File: config.mk
export PLATFORM = sky130hd
export DESIGN_NAME = bp_dma_axi_top
export DESIGN_NICKNAME = d
export VERILOG_FILES = /design/src/source/bp_dma_pkg.sv /design/src/source/dma_pkt_decode.sv /design/src/source/fill_to_beats.sv /design/src/source/beats_to_fill.sv /design/src/source/axi_burst_engine.sv /design/src/source/bp_dma_axi_top.sv
export SDC_FILE = /design/constraint.sdc
export NUM_CORES = 1
export LEC_CHECK = 0
export ABC_AREA = 1
export BUFFER_PORTS_ARGS = -buffer_cell sky130_fd_sc_hd__buf_2
export CORE_AREA = 5 5 561 563
export CTS_BUF_LIST = sky130_fd_sc_hd__clkbuf_8
export DETAILED_ROUTE_END_ITERATION = 16
export DIE_AREA = 0 0 566 568
export HOLD_SLACK_MARGIN = 0.15
export SYNTH_ARGS = -nofsm -noshare
export SYNTH_HDL_FRONTEND = slang
export SYNTH_SLANG_ARGS = --single-unit
File: constraint.sdc
create_clock -name clk_i -period 14.65 [get_ports clk_i]
set_input_delay 2.1975 -clock clk_i [delete_from_list [all_inputs] [get_ports clk_i]]
set_output_delay 2.1975 -clock clk_i [all_outputs]
set_load 0.02 [all_outputs]
File: src/source/bp_dma_pkg.sv
/* One DMA packet always moves one 64-byte cache block.
   The AXI beat width is not fixed here and comes from data_width_p. */
package bp_dma_pkg;

  localparam int dma_addr_width     = 32;
  localparam int block_bytes        = 64;
  localparam int block_offset_width = $clog2(block_bytes);
  localparam int fill_width         = block_bytes * 8;

  // AXI4 burst and cache encodings
  localparam logic [1:0] axi_burst_wrap    = 2'b10;
  // Normal non-cacheable bufferable
  localparam logic [3:0] axi_cache_default = 4'b0011;

  // Byte address, seen flat or as block number plus offset in block
  typedef union packed {
    logic [dma_addr_width-1:0] flat;
    struct packed {
      logic [dma_addr_width-block_offset_width-1:0] block;
      logic [block_offset_width-1:0]                offset;
    } blk;
  } dma_addr_u;

endpackage

File: src/source/dma_pkt_decode.sv
/* Holds one decoded command, so one packet can wait while a burst runs.
   A write always starts at the block base. A read starts at the beat that was asked for. */
module dma_pkt_decode
  #(parameter int data_width_p = 128
    , localparam int beats_lp = bp_dma_pkg::fill_width / data_width_p
    , localparam int beat_idx_width_lp = $clog2(beats_lp)
    )
  (input                                           clk_i
   , input                                         arst_n_i

   , input                                         dma_pkt_v_i
   , input                                         dma_pkt_write_i
   , input bp_dma_pkg::dma_addr_u                  dma_pkt_addr_i
   , output logic                                  dma_pkt_ready_o

   , output logic                                  cmd_v_o
   , output logic                                  cmd_write_o
   , output logic [bp_dma_pkg::dma_addr_width-1:0] cmd_addr_o
   , output logic [beat_idx_width_lp-1:0]          cmd_beat_o
   , input                                         cmd_ready_i
   );

  import bp_dma_pkg::*;

  localparam int beat_shift_lp = $clog2(data_width_p / 8);

  logic pkt_fire;

  // Slot frees up in the same cycle the engine takes the command
  assign dma_pkt_ready_o = ~cmd_v_o | cmd_ready_i;
  assign pkt_fire        = dma_pkt_v_i & dma_pkt_ready_o;

  always_ff @(posedge clk_i or negedge arst_n_i) begin
    if (!arst_n_i) begin
      cmd_v_o <= 1'b0;
    end else if (dma_pkt_ready_o) begin
      cmd_v_o <= dma_pkt_v_i;
    end
  end

  always_ff @(posedge clk_i) begin
    if (pkt_fire) begin
      cmd_write_o <= dma_pkt_write_i;
      if (dma_pkt_write_i) begin
        cmd_addr_o <= {dma_pkt_addr_i.blk.block, block_offset_width'(0)};
        cmd_beat_o <= '0;
      end else begin
        // Critical beat first, memory wraps the rest of the block
        cmd_addr_o <= {dma_pkt_addr_i.flat[dma_addr_width-1:beat_shift_lp],
                       beat_shift_lp'(0)};
        cmd_beat_o <= dma_pkt_addr_i.blk.offset[block_offset_width-1:beat_shift_lp];
      end
    end
  end

endmodule

File: src/source/fill_to_beats.sv
/* Beats leave in block order starting at beat 0.
   No new fill is taken until the last beat of the current one is gone. */
module fill_to_beats
  #(parameter int data_width_p = 128
    , localparam int beats_lp = bp_dma_pkg::fill_width / data_width_p
    , localparam int beat_idx_width_lp = $clog2(beats_lp)
    )
  (input                                       clk_i
   , input                                     arst_n_i

   , input [bp_dma_pkg::fill_width-1:0]        fill_i
   , input                                     fill_v_i
   , output logic                              fill_ready_o

   , output logic [data_width_p-1:0]           beat_data_o
   , output logic                              beat_v_o
   , input                                     beat_ready_i
   );

  import bp_dma_pkg::*;

  logic [fill_width-1:0]        fill_q;
  logic [beat_idx_width_lp-1:0] cnt_q;
  logic                         busy_q;
  logic                         fill_fire;
  logic                         beat_fire;

  assign fill_ready_o = ~busy_q;
  assign fill_fire    = fill_v_i & fill_ready_o;
  assign beat_v_o     = busy_q;
  assign beat_data_o  = fill_q[data_width_p-1:0];
  assign beat_fire    = beat_v_o & beat_ready_i;

  always_ff @(posedge clk_i or negedge arst_n_i) begin
    if (!arst_n_i) begin
      busy_q <= 1'b0;
      cnt_q  <= '0;
    end else if (fill_fire) begin
      busy_q <= 1'b1;
      cnt_q  <= '0;
    end else if (beat_fire) begin
      cnt_q <= cnt_q + 1'b1;
      if (cnt_q == beat_idx_width_lp'(beats_lp - 1)) begin
        busy_q <= 1'b0;
      end
    end
  end

  // Next beat always sits in the low slice
  always_ff @(posedge clk_i) begin
    if (fill_fire) begin
      fill_q <= fill_i;
    end else if (beat_fire) begin
      fill_q <= fill_q >> data_width_p;
    end
  end

endmodule

File: src/source/beats_to_fill.sv
/* Beats must arrive in wrap order from rbeat_first_idx_i, one burst per fill.
   A finished fill blocks further beats until the consumer takes it. */
module beats_to_fill
  #(parameter int data_width_p = 128
    , localparam int beats_lp = bp_dma_pkg::fill_width / data_width_p
    , localparam int beat_idx_width_lp = $clog2(beats_lp)
    )
  (input                                       clk_i
   , input                                     arst_n_i

   , input [data_width_p-1:0]                  rbeat_data_i
   , input                                     rbeat_v_i
   , input                                     rbeat_last_i
   , input [beat_idx_width_lp-1:0]             rbeat_first_idx_i
   , output logic                              rbeat_ready_o

   , output logic [bp_dma_pkg::fill_width-1:0] fill_o
   , output logic                              fill_v_o
   , input                                     fill_ready_i
   );

  logic [beat_idx_width_lp-1:0] cnt_q;
  logic [beat_idx_width_lp-1:0] slot;
  logic                         rbeat_fire;

  assign rbeat_ready_o = ~fill_v_o;
  assign rbeat_fire    = rbeat_v_i & rbeat_ready_o;
  // Index width equals log2 of beats, so the sum wraps at block end
  assign slot          = rbeat_first_idx_i + cnt_q;

  always_ff @(posedge clk_i or negedge arst_n_i) begin
    if (!arst_n_i) begin
      cnt_q    <= '0;
      fill_v_o <= 1'b0;
    end else begin
      if (rbeat_fire) begin
        cnt_q <= rbeat_last_i ? '0 : cnt_q + 1'b1;
      end
      if (rbeat_fire && rbeat_last_i) begin
        fill_v_o <= 1'b1;
      end else if (fill_ready_i) begin
        fill_v_o <= 1'b0;
      end
    end
  end

  always_ff @(posedge clk_i) begin
    if (rbeat_fire) begin
      fill_o[slot*data_width_p +: data_width_p] <= rbeat_data_i;
    end
  end

endmodule

File: src/source/axi_burst_engine.sv
/* One wrap burst of a full block at a time; no IDs, and BRESP/RRESP are ignored.
   The command address must already be aligned to the beat size. */
module axi_burst_engine
  #(parameter int data_width_p = 128
    , localparam int beats_lp = bp_dma_pkg::fill_width / data_width_p
    , localparam int beat_idx_width_lp = $clog2(beats_lp)
    , localparam int strb_width_lp = data_width_p / 8
    )
  (input                                           clk_i
   , input                                         arst_n_i

   , input                                         cmd_v_i
   , input                                         cmd_write_i
   , input [bp_dma_pkg::dma_addr_width-1:0]        cmd_addr_i
   , input [beat_idx_width_lp-1:0]                 cmd_beat_i
   , output logic                                  cmd_ready_o

   , input [data_width_p-1:0]                      beat_data_i
   , input                                         beat_v_i
   , output logic                                  beat_ready_o

   , output logic [data_width_p-1:0]               rbeat_data_o
   , output logic                                  rbeat_v_o
   , output logic                                  rbeat_last_o
   , output logic [beat_idx_width_lp-1:0]          rbeat_first_idx_o
   , input                                         rbeat_ready_i

   , output logic [bp_dma_pkg::dma_addr_width-1:0] m_axi_awaddr_o
   , output logic [7:0]                            m_axi_awlen_o
   , output logic [2:0]                            m_axi_awsize_o
   , output logic [1:0]                            m_axi_awburst_o
   , output logic [3:0]                            m_axi_awcache_o
   , output logic                                  m_axi_awvalid_o
   , input                                         m_axi_awready_i

   , output logic [data_width_p-1:0]               m_axi_wdata_o
   , output logic [strb_width_lp-1:0]              m_axi_wstrb_o
   , output logic                                  m_axi_wlast_o
   , output logic                                  m_axi_wvalid_o
   , input                                         m_axi_wready_i

   , input                                         m_axi_bvalid_i
   , output logic                                  m_axi_bready_o

   , output logic [bp_dma_pkg::dma_addr_width-1:0] m_axi_araddr_o
   , output logic [7:0]                            m_axi_arlen_o
   , output logic [2:0]                            m_axi_arsize_o
   , output logic [1:0]                            m_axi_arburst_o
   , output logic [3:0]                            m_axi_arcache_o
   , output logic                                  m_axi_arvalid_o
   , input                                         m_axi_arready_i

   , input [data_width_p-1:0]                      m_axi_rdata_i
   , input                                         m_axi_rlast_i
   , input                                         m_axi_rvalid_i
   , output logic                                  m_axi_rready_o
   );

  import bp_dma_pkg::*;

  localparam logic [2:0] s_idle  = 3'd0;
  localparam logic [2:0] s_addr  = 3'd1;
  localparam logic [2:0] s_wdata = 3'd2;
  localparam logic [2:0] s_wresp = 3'd3;
  localparam logic [2:0] s_rdata = 3'd4;

  localparam logic [7:0] len_lp  = 8'(beats_lp - 1);
  localparam logic [2:0] size_lp = 3'($clog2(strb_width_lp));

  logic [2:0]                   state_q;
  logic [2:0]                   state_d;
  logic                         write_q;
  logic [dma_addr_width-1:0]    addr_q;
  logic [beat_idx_width_lp-1:0] beat_q;
  logic [beat_idx_width_lp-1:0] wcnt_q;
  logic                         cmd_fire;
  logic                         w_fire;
  logic                         r_fire;

  assign cmd_ready_o = (state_q == s_idle);
  assign cmd_fire    = cmd_v_i & cmd_ready_o;

  // Address channels
  assign m_axi_awaddr_o  = addr_q;
  assign m_axi_awlen_o   = len_lp;
  assign m_axi_awsize_o  = size_lp;
  assign m_axi_awburst_o = axi_burst_wrap;
  assign m_axi_awcache_o = axi_cache_default;
  assign m_axi_awvalid_o = (state_q == s_addr) & write_q;
  assign m_axi_araddr_o  = addr_q;
  assign m_axi_arlen_o   = len_lp;
  assign m_axi_arsize_o  = size_lp;
  assign m_axi_arburst_o = axi_burst_wrap;
  assign m_axi_arcache_o = axi_cache_default;
  assign m_axi_arvalid_o = (state_q == s_addr) & ~write_q;

  // Write data and response
  assign m_axi_wdata_o  = beat_data_i;
  assign m_axi_wstrb_o  = '1;
  assign m_axi_wlast_o  = (wcnt_q == beat_idx_width_lp'(beats_lp - 1));
  assign m_axi_wvalid_o = (state_q == s_wdata) & beat_v_i;
  assign beat_ready_o   = (state_q == s_wdata) & m_axi_wready_i;
  assign w_fire         = m_axi_wvalid_o & m_axi_wready_i;
  assign m_axi_bready_o = (state_q == s_wresp);

  // Read data goes straight to the fill assembler
  assign rbeat_data_o      = m_axi_rdata_i;
  assign rbeat_last_o      = m_axi_rlast_i;
  assign rbeat_first_idx_o = beat_q;
  assign rbeat_v_o         = (state_q == s_rdata) & m_axi_rvalid_i;
  assign m_axi_rready_o    = (state_q == s_rdata) & rbeat_ready_i;
  assign r_fire            = m_axi_rvalid_i & m_axi_rready_o;

  always_comb begin
    state_d = state_q;
    case (state_q)
      s_idle: begin
        if (cmd_v_i) state_d = s_addr;
      end
      s_addr: begin
        if (m_axi_awvalid_o && m_axi_awready_i) state_d = s_wdata;
        else if (m_axi_arvalid_o && m_axi_arready_i) state_d = s_rdata;
      end
      s_wdata: begin
        if (w_fire && m_axi_wlast_o) state_d = s_wresp;
      end
      s_wresp: begin
        if (m_axi_bvalid_i) state_d = s_idle;
      end
      s_rdata: begin
        if (r_fire && m_axi_rlast_i) state_d = s_idle;
      end
      default: state_d = s_idle;
    endcase
  end

  always_ff @(posedge clk_i or negedge arst_n_i) begin
    if (!arst_n_i) begin
      state_q <= s_idle;
      wcnt_q  <= '0;
    end else begin
      state_q <= state_d;
      if (cmd_fire) begin
        wcnt_q <= '0;
      end else if (w_fire) begin
        wcnt_q <= wcnt_q + 1'b1;
      end
    end
  end

  always_ff @(posedge clk_i) begin
    if (cmd_fire) begin
      write_q <= cmd_write_i;
      addr_q  <= cmd_addr_i;
      beat_q  <= cmd_beat_i;
    end
  end

endmodule

File: src/source/bp_dma_axi_top.sv
/* Single clock, one AXI burst in flight, AXI IDs and responses unused.
   data_width_p may be 64, 128 or 256. */
module bp_dma_axi_top
  #(parameter int data_width_p = 128
    , localparam int strb_width_lp = data_width_p / 8
    )
  (input                                           clk_i
   , input                                         arst_n_i

   , input                                         dma_pkt_v_i
   , input                                         dma_pkt_write_i
   , input bp_dma_pkg::dma_addr_u                  dma_pkt_addr_i
   , output logic                                  dma_pkt_ready_o

   , input [bp_dma_pkg::fill_width-1:0]            dma_data_i
   , input                                         dma_data_v_i
   , output logic                                  dma_data_ready_o

   , output logic [bp_dma_pkg::fill_width-1:0]     dma_data_o
   , output logic                                  dma_data_v_o
   , input                                         dma_data_ready_i

   , output logic [bp_dma_pkg::dma_addr_width-1:0] m_axi_awaddr_o
   , output logic [7:0]                            m_axi_awlen_o
   , output logic [2:0]                            m_axi_awsize_o
   , output logic [1:0]                            m_axi_awburst_o
   , output logic [3:0]                            m_axi_awcache_o
   , output logic                                  m_axi_awvalid_o
   , input                                         m_axi_awready_i

   , output logic [data_width_p-1:0]               m_axi_wdata_o
   , output logic [strb_width_lp-1:0]              m_axi_wstrb_o
   , output logic                                  m_axi_wlast_o
   , output logic                                  m_axi_wvalid_o
   , input                                         m_axi_wready_i

   , input                                         m_axi_bvalid_i
   , output logic                                  m_axi_bready_o

   , output logic [bp_dma_pkg::dma_addr_width-1:0] m_axi_araddr_o
   , output logic [7:0]                            m_axi_arlen_o
   , output logic [2:0]                            m_axi_arsize_o
   , output logic [1:0]                            m_axi_arburst_o
   , output logic [3:0]                            m_axi_arcache_o
   , output logic                                  m_axi_arvalid_o
   , input                                         m_axi_arready_i

   , input [data_width_p-1:0]                      m_axi_rdata_i
   , input                                         m_axi_rlast_i
   , input                                         m_axi_rvalid_i
   , output logic                                  m_axi_rready_o
   );

  import bp_dma_pkg::*;

  localparam int beat_idx_width_lp = $clog2(fill_width / data_width_p);

  logic                         cmd_v;
  logic                         cmd_write;
  logic [dma_addr_width-1:0]    cmd_addr;
  logic [beat_idx_width_lp-1:0] cmd_beat;
  logic                         cmd_ready;
  logic [data_width_p-1:0]      beat_data;
  logic                         beat_v;
  logic                         beat_ready;
  logic [data_width_p-1:0]      rbeat_data;
  logic                         rbeat_v;
  logic                         rbeat_last;
  logic [beat_idx_width_lp-1:0] rbeat_first_idx;
  logic                         rbeat_ready;

  dma_pkt_decode
   #(.data_width_p(data_width_p))
   u_decode
    (.clk_i(clk_i)
     ,.arst_n_i(arst_n_i)
     ,.dma_pkt_v_i(dma_pkt_v_i)
     ,.dma_pkt_write_i(dma_pkt_write_i)
     ,.dma_pkt_addr_i(dma_pkt_addr_i)
     ,.dma_pkt_ready_o(dma_pkt_ready_o)
     ,.cmd_v_o(cmd_v)
     ,.cmd_write_o(cmd_write)
     ,.cmd_addr_o(cmd_addr)
     ,.cmd_beat_o(cmd_beat)
     ,.cmd_ready_i(cmd_ready)
     );

  fill_to_beats
   #(.data_width_p(data_width_p))
   u_fill_to_beats
    (.clk_i(clk_i)
     ,.arst_n_i(arst_n_i)
     ,.fill_i(dma_data_i)
     ,.fill_v_i(dma_data_v_i)
     ,.fill_ready_o(dma_data_ready_o)
     ,.beat_data_o(beat_data)
     ,.beat_v_o(beat_v)
     ,.beat_ready_i(beat_ready)
     );

  beats_to_fill
   #(.data_width_p(data_width_p))
   u_beats_to_fill
    (.clk_i(clk_i)
     ,.arst_n_i(arst_n_i)
     ,.rbeat_data_i(rbeat_data)
     ,.rbeat_v_i(rbeat_v)
     ,.rbeat_last_i(rbeat_last)
     ,.rbeat_first_idx_i(rbeat_first_idx)
     ,.rbeat_ready_o(rbeat_ready)
     ,.fill_o(dma_data_o)
     ,.fill_v_o(dma_data_v_o)
     ,.fill_ready_i(dma_data_ready_i)
     );

  axi_burst_engine
   #(.data_width_p(data_width_p))
   u_engine
    (.clk_i(clk_i)
     ,.arst_n_i(arst_n_i)
     ,.cmd_v_i(cmd_v)
     ,.cmd_write_i(cmd_write)
     ,.cmd_addr_i(cmd_addr)
     ,.cmd_beat_i(cmd_beat)
     ,.cmd_ready_o(cmd_ready)
     ,.beat_data_i(beat_data)
     ,.beat_v_i(beat_v)
     ,.beat_ready_o(beat_ready)
     ,.rbeat_data_o(rbeat_data)
     ,.rbeat_v_o(rbeat_v)
     ,.rbeat_last_o(rbeat_last)
     ,.rbeat_first_idx_o(rbeat_first_idx)
     ,.rbeat_ready_i(rbeat_ready)
     ,.*
     );

endmodule

# Word level (Yosys, flattened, before mapping)

Index checks and enable logic that the tools add are counted.

Equal/unequal tests: 11
Shift operators: 2
Bitwise logic cells: 18
Multiplexer cells: 20
Reductions and logical operators: 12
Add/subtract/negate cells: 5

Operators by type and width:

| kind                       | number |
|---|---|
| $mux 512                   | 2 |
| $bwmux 512                 | 1 |
| $shift 128x34->512 const A | 1 |
| $shiftx 128x34->512        | 1 |
| $neg 9->34                 | 1 |
| $mux 3                     | 6 |
| $pmux 3 s5                 | 1 |
| $and 1x1->1                | 13 |
| $mux 2                     | 5 |
| $reduce_bool 2->1          | 4 |
| $add 2x1->2 const B        | 3 |
| $eq 3x2->1 const B         | 2 |
| $ne 2x2->1 const B         | 3 |
| $logic_and 1x1->1          | 5 |
| $mux 1                     | 5 |
| $reduce_and 5->1           | 1 |
| $eq 2x2->1 const B         | 2 |
| $not 1->1                  | 4 |
| $eq 3x1->1 const B         | 1 |
| $eq 3x3->1 const B         | 1 |
| $logic_not 3->1            | 1 |
| $ne 3x3->1 const B         | 1 |
| $add 2x2->2                | 1 |
| $ne 2x1->1 const B         | 1 |
| 2 further kinds            | 2 |

Register bits: 1,104
Bits of input ports: 684
Logic and storage cells: 83
Output and inout port bits: 763

# Logic depth before layout (Yosys ltp)

Gate-level depths: netlist of run 1.

Depth in word-level cells: 6
Depth in mapped cells: 10

# Modules after synthesis

From an unflattened synthesis of run 1, not the netlist that was laid out.

Cells, all modules: 4,518
Area, all modules: 49,528.8 um2

By module, submodules not included:

| module           | area an instance (um2) | times used | cells an instance | seq. area each (um2) |
|---|---|---|---|---|
| fill_to_beats    | 23,017.1               | 1          | 2,211             | 15,449.8 |
| beats_to_fill    | 21,495.6               | 1          | 1,821             | 15,449.8 |
| axi_burst_engine | 4,036.4                | 1          | 440               | 1,176.1 |
| dma_pkt_decode   | 979.7                  | 1          | 46                | 895.9 |

# Least setup slack after synthesis of run 1

OpenSTA, ideal clock, no wires.

Path kind: input port to flip-flop
From: input port dma_data_v_i
To: register u_fill_to_beats.fill_q[0] (enable)
Path buffers: 3
Slack: 0.025 ns
Arrival: 10.967 ns
Cell stages on the path: 5
Path through: nand2_2 -> buf_4 -> buf_4 -> buf_4 -> nand2_1

Cells in the longest elaborated chain, start to end: 2

Ends and longest elaborated chain:

| element                            | line                 | source |
|---|---|---|
| from (decl)                        | bp_dma_axi_top.sv:16 | `, input dma_data_v_i` |
| $and 1x1->1                        | fill_to_beats.sv:29  | `assign fill_fire = fill_v_i & fill_ready_o;` |
| $reduce_bool 2->1 (no source line) | n/a                  |  |
| to (signal assigned)               | fill_to_beats.sv:52  | `fill_q <= fill_i;` |
| to (signal assigned)               | fill_to_beats.sv:54  | `fill_q <= fill_q >> data_width_p;` |
| to (decl)                          | fill_to_beats.sv:22  | `logic [fill_width-1:0] fill_q;` |

Every way passes these cells.
A chain may end at the register's enable or synchronous reset.

# Worst setup path in the final report of run 1

From: register u_engine.beat_q[0], in the netlist u_engine.rbeat_first_idx_o[0]
To: register u_beats_to_fill.fill_o[328] in the netlist's numbering, data pin

Cells in the longest elaborated chain, start to end: 4

Ends and longest elaborated chain:

| element                                                          | line                    | source |
|---|---|---|
| from (decl)                                                      | axi_burst_engine.sv:74  | `logic [beat_idx_width_lp-1:0] beat_q;` |
| from (signal assigned)                                           | axi_burst_engine.sv:155 | `beat_q <= cmd_beat_i;` |
| $add 2x2->2 *                                                    | beats_to_fill.sv:29     | `assign slot = rbeat_first_idx_i + cnt_q;` |
| $neg 9->34 *                                                     | beats_to_fill.sv:49     | `fill_o[slot*data_width_p +: data_width_p] <= rbeat_data_i;` |
| $shiftx 128x34->512 / $shift 128x34->512 (equally long branches) | beats_to_fill.sv:49     |  |
| $bwmux 512 *                                                     | beats_to_fill.sv:49     |  |
| to (signal, indexed assignment)                                  | beats_to_fill.sv:49     |  |
| to (decl)                                                        | beats_to_fill.sv:17     | `, output logic [bp_dma_pkg::fill_width-1:0] fill_o` |

Mark *: on every way between the ends. The rest lies on a longest branch, timed or not.

==> results of run 1 <==
metal layers:
| layer | wire, microns | global-route usage, % | part of all wire (%) | up-vias |
|---|---|---|---|---|
| met4 | 9460 | 4.88 | 4.1 | 90 |
| li1 | - | - | - | 14800 |
| met5 | 592 | 0 | 0.26 | - |
| met3 | 31500 | 7.13 | 14 | 476 |
| met2 | 95800 | 19.8 | 42 | 2061 |
| met1 | 91300 | 16.7 | 40 | 15900 |
flip-flops by register name, indices dropped and copies added (netlist names):
| name | flops |
|---|---|
| u_decode.cmd_v_o | 1 |
| u_engine.rbeat_first_idx_o | 1 |
| u_engine.m_axi_araddr_o | 27 |
| u_decode.cmd_write_o | 1 |
| u_engine.write_q | 1 |
| u_fill_to_beats.beat_v_o | 1 |
| u_fill_to_beats.fill_q | 512 |
| u_beats_to_fill.fill_o | 512 |
| u_fill_to_beats.cnt_q | 2 |
| u_beats_to_fill.cnt_q | 2 |
| u_decode.cmd_addr_o | 28 |
| u_engine.wcnt_q | 2 |
| u_beats_to_fill.fill_v_o | 1 |
| u_engine.state_q | 3 |
layout by cell type, fill, tap and decap left out, drive strengths merged, types with 12 or more instances in the layout:
cell type     n
edfxtp     1082
dfrtp        12
diode        52
clkinv       83
clkbuf      210
nand3       135
nor3        128
nor2        534
inv         339
nand2      1180
bufinv       16
buf        1422
conb         58
final cells by class:
class | instances | area (sq um) | area share, %
flip-flops and latches | 1094 | 32800 | 55.7
multi-input cells | 2057 | 8300 | 14.1
repair buffers | 1422 | 7250 | 12.3
well taps | 4120 | 5150 | 8.76
clock buffers | 210 | 2890 | 4.91
clock inverters | 160 | 1270 | 2.16
inverters | 282 | 1080 | 1.83
diodes | 52 | 130 | 0.221
worst register-to-register path, delay by kind of cell, from the launching register on:
family | cells | cell delay [ps]
flip-flops | 1 | 520
adder cells (fa/ha/maj) | 2 | 1220
buffers and inverters | 4 | 2040
AND/OR/NAND/NOR | 2 | 930
Yosys cell counts, drive strengths merged:
cell    instances
a21o            1
a21oi           2
a31oi           2
buf           393
clkbuf         18
clkinv          1
conb            2
dfrtp          12
edfxtp       1082
ha              8
inv           281
nand2        1180
nand3         135
nand4           1
nor2          534
nor3          128
o21ai           6
xor2            2
power by group through the flow:
stage	clock network (W)	registers, W	logic [W]
after floorplan	0	0.00449	0.00203
after global placement	0	0.00428	0.00369
after detailed placement	0	0.00428	0.00372
after CTS	0.00327	0.00422	0.00374
after global routing	0.00341	0.00425	0.00395
final	0.00314	0.00422	0.00368
worst max-delay path by stage:
stage	endpoint	slack, ps	startpoint
3_3_place_gp	u_fill_to_beats.fill_q[64]$_DFFE_PP_	8970	dma_data_v_i
5_1_grt	u_beats_to_fill.fill_o[328]$_DFFE_PP_	9560	u_engine.rbeat_first_idx_o[0]$_DFFE_PP_
3_5_place_dp	u_fill_to_beats.fill_q[441]$_SDFFCE_PN0P_	9020	dma_data_v_i
2_1_floorplan	u_fill_to_beats.fill_q[0]$_DFFE_PP_	30	dma_data_v_i
6_report	u_beats_to_fill.fill_o[328]$_DFFE_PP_	9640	u_engine.rbeat_first_idx_o[0]$_DFFE_PP_
4_1_cts	u_beats_to_fill.fill_o[365]$_DFFE_PP_	9670	u_engine.rbeat_first_idx_o[0]$_DFFE_PP_
metrics by stage:
stage	cells	cell area [sq um]	hold WS, ps	setup slack [ps]	total power (W)
after detailed placement	8975	54600	405	9020	0.00801
after global routing	9364	58800	417	9560	0.0116
after global placement	8975	54600	402	8970	0.00797
after floorplan	3844	44700	400	25.5	0.00652
final	9397	58900	411	9640	0.0110
after CTS	9345	58700	410	9670	0.0112
cell families after synthesis:
kind of cell	share of synthesized area, %
other	0.0169
flip-flops	73.7
XOR/XNOR	0.0394
AO/OA/AOI/OAI	0.152
adder cells (fa/ha/maj)	0.225
buffers and inverters	8.33
AND/OR/NAND/NOR	17.5
==> results.yml, run 1 <==
run_status:
  outcome: "complete, no violations"
layout:
  final_util_pct: 19.1
  nFillCells: 34100
  drive_above_1_share_pct: 33.1
  synthToLayoutAreaGrowth_pct: 32.4
  nets: 5754
floorplan:
  placementRows: 204
  dieWidth_microns: 566
  start_util_pct: 14.4
  die_y_microns: 568
  core_sq_mm: 0.308
  die-area_sq_mm: 0.321
  io_pins: 1447
setup_path:
  criticalPathCategory: "flop to flop"
  worstReg2RegEnd: "u_beats_to_fill.fill_o[328]$_DFFE_PP_"
  crit_path_start_kind: "flop"
  crit_family: "buffers and inverters"
  path_depth: 8
  path_cells: "ha_4 > inv_1 > ha_4 > inv_6 > nand2_4 > buf_4 > buf_4 > nor3_1"
  path_buf_inv: 4
  cpPeakStageDelay_ps: 670
  r2r_start: "u_engine.rbeat_first_idx_o[0]$_DFFE_PP_"
  cp_slowest_cell: "ha_4"
  endpoint_kind: "flop"
  worstPathRequired_ps: 15290
  r2r_cells: 8
  crit_fanout: 61
  arrival_ps: 5650
  reg2reg_slack_ps: 9640
clocking:
  cts_setup_buffers: 0
  cts_root_buf: "clkbuf_8"
  ctsHtreeMaxLevel: 4
  clock_path_buffers: 4
  postCtsHoldBufs: 0
  cts_tree: "yes"
  post_cts_resized: 0
  clock_sinks: 1094
  insertion_delay_ps: 970
  cts.clk_slew.worst_paths_ps: 60
  cts_buffers: 205
pwr:
  pwr-share-clk_pct: 28.4
  combPwrFrac_pct: 33.4
  p_seq_share_pct: 38.2
  p_switching_w: 0.00461
  p_sw_share_pct: 41.8
  power_density_mw_per_mm2: 188
  peakVddDrop_uv: 322
  intPower_w: 0.00643
  p_leak_nw: 24.7
placed_design:
  port_buffers: 1384
  hpwl_microns: 180000
  routabilityCongestion: 0.911
global_routing:
  antenna_found_initial: 146
  grt_first_pass_wirelength_microns: 295000
  overflow: 0
  grt_pass1_vias: 31900
  grt_max_degree: 177
  gr-usage-all-layers_pct: 13.5
timing:
  fin_tns_setup_ps: 0
  fmax_ghz: 0.200
  finalHoldViolations: 0
  post-route-period-util_pct: 34.2
  slew_headroom_pct: 26.3
  finClkSkew_ps: 98.0
  rsz0062_at_grt: "no"
  min_period_ps: 5010
  drv_slew: 0
  setup_viol: 0
  worst_pin_slew_ps: 1110
min_path:
  hp-class: "flop to flop"
  holdPathStages: 0
  worstHoldStart: "u_decode.cmd_addr_o[26]$_DFFE_PP_"
  hold-path-endpoint: "u_engine.m_axi_araddr_o[26]$_DFFE_PP_"
synth:
  synth_seq_cells: 1094
  synth_cells: 3788
  yosysTopAreaCell: "edfxtp_1"
  syn_avg_cell_area_sq_um: 11.7
  synth_area_leaders: "edfxtp_1 73%, nand2_1 9.9%, nor2_1 4.5%"
  synth_top_area_share_pct: 73.1
  netlist_area_sq_mm: 0.0445
  ys_warn_count: 0
  synth_seq_area_share_pct: 73.7
  synth_cell_types: 26
drt:
  final_antenna_net_count: 0
  drtIter0Drc: 3160
  wl_microns: 229000
  drcViolationCount: 0
  num_vias: 33400
  firstDrtPassIters: 5
  viasPerCell: 3.55
  wl_per_cell_microns: 24.3
job:
  max-cap-violations: 0
Note: power is estimated with default switching activity, not from simulation.
==> run 2, diff against run 1 <==
Settings changed: ABC_AREA 1 to 0, CORE_AREA 5 5 561 563 to 5 5 559 561, DIE_AREA 0 0 566 568 to 0 0 564 566.
Clock period 14.65 ns to 4.3 ns, I/O delays scaled along.
==> results.yml, run 2 <==
placed_design:
  hpwl_microns: 177000
  routabilityCongestion: 0.916
  port_buffers: 1384
  dp_cells: 8610
  place_area_sq_mm: 0.0550
min_path:
  worstHoldStart: "dma_data_i[215]"
  hp-class: "input pin to flop"
  holdPathStages: 3
  hold-path-endpoint: "u_fill_to_beats.fill_q[215]$_DFFE_PP_"
global_routing:
  grt_first_pass_wirelength_microns: 291000
  overflow: 0
  antenna_found_initial: 186
  grt_max_degree: 162
  grt_pass1_vias: 33300
  gr-usage-all-layers_pct: 13.4
job:
  max-cap-violations: 0
layout:
  drive_above_1_share_pct: 31.5
  fin_area_sq_mm: 0.0654
  final-instance-count-excl-fill: 9673
  synthToLayoutAreaGrowth_pct: 48.6
  final_common_cell: "buf_2"
  mostFrequentLayoutCells: "1,384 x buf_2, 1,156 x nand2_1, 1,082 x edfxtp_1"
  nets: 6046
  top_regs: "u_beats_to_fill.fill_o x512, u_fill_to_beats.fill_q x512, u_decode.cmd_addr_o x28"
  final_util_pct: 21.3
  nFillCells: 33200
timing:
  min_period_ps: 3060
  drv_slew: 0
  finalHoldViolations: 0
  fmax_ghz: 0.327
  rsz0062_at_grt: "no"
  worst_pin_slew_ps: 1030
  fin_tns_setup_ps: 0
  post-route-period-util_pct: 71.1
  slew_headroom_pct: 31.4
  finClkSkew_ps: 75.3
  setup_viol: 0
synth:
  synth_seq_cells: 1094
  yosysTopAreaCell: "edfxtp_1"
  syn_avg_cell_area_sq_um: 13.2
  synth_fa_ha_area_share_pct: 0.228
  ys.flop_type: "edfxtp_1"
  synth_area_leaders: "edfxtp_1 74%, nand2_1 9.9%, and2_1 9.2%"
  async_flop_share_pct: 1.10
  ys_warn_count: 0
  synth_top_area_share_pct: 73.9
  synth_xor_area_share_pct: 0.0398
  synth_top_family_by_area: "simple AND/OR/NAND/NOR gates"
  synth_compound_area_share_pct: 0.256
  synth_commonest_cells: "1,157 x nand2_1, 1,082 x edfxtp_1, 646 x and2_1"
  synth_simple_gate_area_share_pct: 19.5
  synth.area.mux_share_pct: 0.0740
  synth_seq_area_share_pct: 74.5
  synth_cells: 3338
  synth-edff-count: 1082
  synth_most_common_cell: "nand2_1"
  netlist_area_sq_mm: 0.0440
  synth_cell_types: 41
clocking:
  clock_path_buffers: 4
  cts_setup_buffers: 0
  clock_sinks: 1094
  cts_buffers: 199
  cts_root_buf: "clkbuf_8"
  cts_tree: "yes"
  insertion_delay_ps: 930
  cts.clk_slew.worst_paths_ps: 60
  ctsHtreeMaxLevel: 4
drt:
  wl_per_cell_microns: 23.2
  wl_microns: 224000
  firstDrtPassIters: 6
  drtIter0Drc: 3095
  num_vias: 33400
  drcViolationCount: 0
  viasPerCell: 3.45
  final_antenna_net_count: 0
pwr:
  peakVddDrop_uv: 898
  intPower_w: 0.0216
  p_leak_nw: 26.4
  p_seq_share_pct: 44.4
  p_switching_w: 0.0103
  pwr-share-clk_pct: 29.6
  p_sw_share_pct: 32.2
  combPwrFrac_pct: 25.9
  power_density_mw_per_mm2: 488
  power.total_w: 0.0319
setup_path:
  crit_path_start_kind: "flop"
  r2r_cells: 9
  arrival_ps: 2410
  worstPathRequired_ps: 3650
  reg2reg_slack_ps: 1250
  r2r_start: "u_engine.rbeat_first_idx_o[0]$_DFFE_PP_"
  criticalPathCategory: "flop to output pin"
  worstReg2RegEnd: "u_beats_to_fill.fill_o[196]$_DFFE_PP_"
  endpoint_kind: "output pin"
  crit_fanout: 13
floorplan:
  io_pins: 1447
  start_util_pct: 14.3
  die-area_sq_mm: 0.319
  placementRows: 204
  die_y_microns: 566
  dieWidth_microns: 564
  core_sq_mm: 0.307
run_status:
  outcome: "complete, no violations"
[run 2: final cells by class]
cell class / instances / area (sq um) / area share [%]
Antenna cell: 55 / 138 / 0.211
Timing Repair Buffer: 2130 / 14500 / 22.2
Multi-Input combinational cell: 1920 / 9120 / 14.0
Sequential cell: 1094 / 32800 / 50.2
Clock buffer: 200 / 2750 / 4.21
Inverter: 9 / 33.8 / 0.0517
Tap cell: 4120 / 5150 / 7.89
Clock inverter: 145 / 877 / 1.34
[run 2: cell families after synthesis]
| logic type | after synthesis |
|---|---|
| mux | 3 |
| fa+ha+maj | 8 |
| compound gates | 18 |
| other cells | 2 |
| flops | 1094 |
| buf+inv | 380 |
| simple gates | 1831 |
| xor+xnor | 2 |
[run 2: how the worst max path moves through the flow]
stage / startpoint / to / slack, ps / cells after the start
6_report: u_engine.state_q[1]$_DFFE_PN0P_ / m_axi_rready_o / 1240 / 3
5_1_grt: u_engine.state_q[1]$_DFFE_PN0P_ / m_axi_rready_o / 960 / 3
4_1_cts: u_engine.state_q[1]$_DFFE_PN0P_ / m_axi_rready_o / 990 / 3
3_5_place_dp: u_engine.rbeat_first_idx_o[0]$_DFFE_PP_ / u_beats_to_fill.fill_o[133]$_DFFE_PP_ / 1260 / 9
3_3_place_gp: u_engine.rbeat_first_idx_o[0]$_DFFE_PP_ / u_beats_to_fill.fill_o[220]$_DFFE_PP_ / 1330 / 9
2_1_floorplan: dma_data_v_i / u_fill_to_beats.fill_q[0]$_DFFE_PP_ / 670 / 5
[run 2: through the flow]
stage	hold WS, ps	setup slack [ps]
2_1_floorplan	349	673
3_3_place_gp	401	1330
3_5_place_dp	405	1260
4_1_cts	155	985
5_1_grt	163	963
6_report	259	1240
[run 2: what timing repair did]
item	in CTS	in global routing
hold buffers	662	1
gates resized for setup	0	0
hold endpoints to repair	1019	1
[run 2: power by group through the flow]
stage               Clock (W)  Sequential, W  Combinational, W
floorplan                   0         0.0147           0.00442
global placement            0         0.0144           0.00759
detailed placement          0         0.0144           0.00773
CTS                   0.00983         0.0142           0.00838
global route           0.0103         0.0142           0.00899
finish                0.00946         0.0142           0.00826
[run 2: layer usage]
layer	vias to the layer above	wire [microns]	track usage [%]
met4	46	7150	3.98
met2	1979	102000	21.5
met3	471	24800	4.76
met1	15900	90600	16.9
met5	-	304	0
li1	15000	-	-
[run 2: worst max-delay path: stages, from the launching register on]
cell and delay (ps):
dfrtp_1 510, or3b_4 520, nor2_1 190, buf_2 250
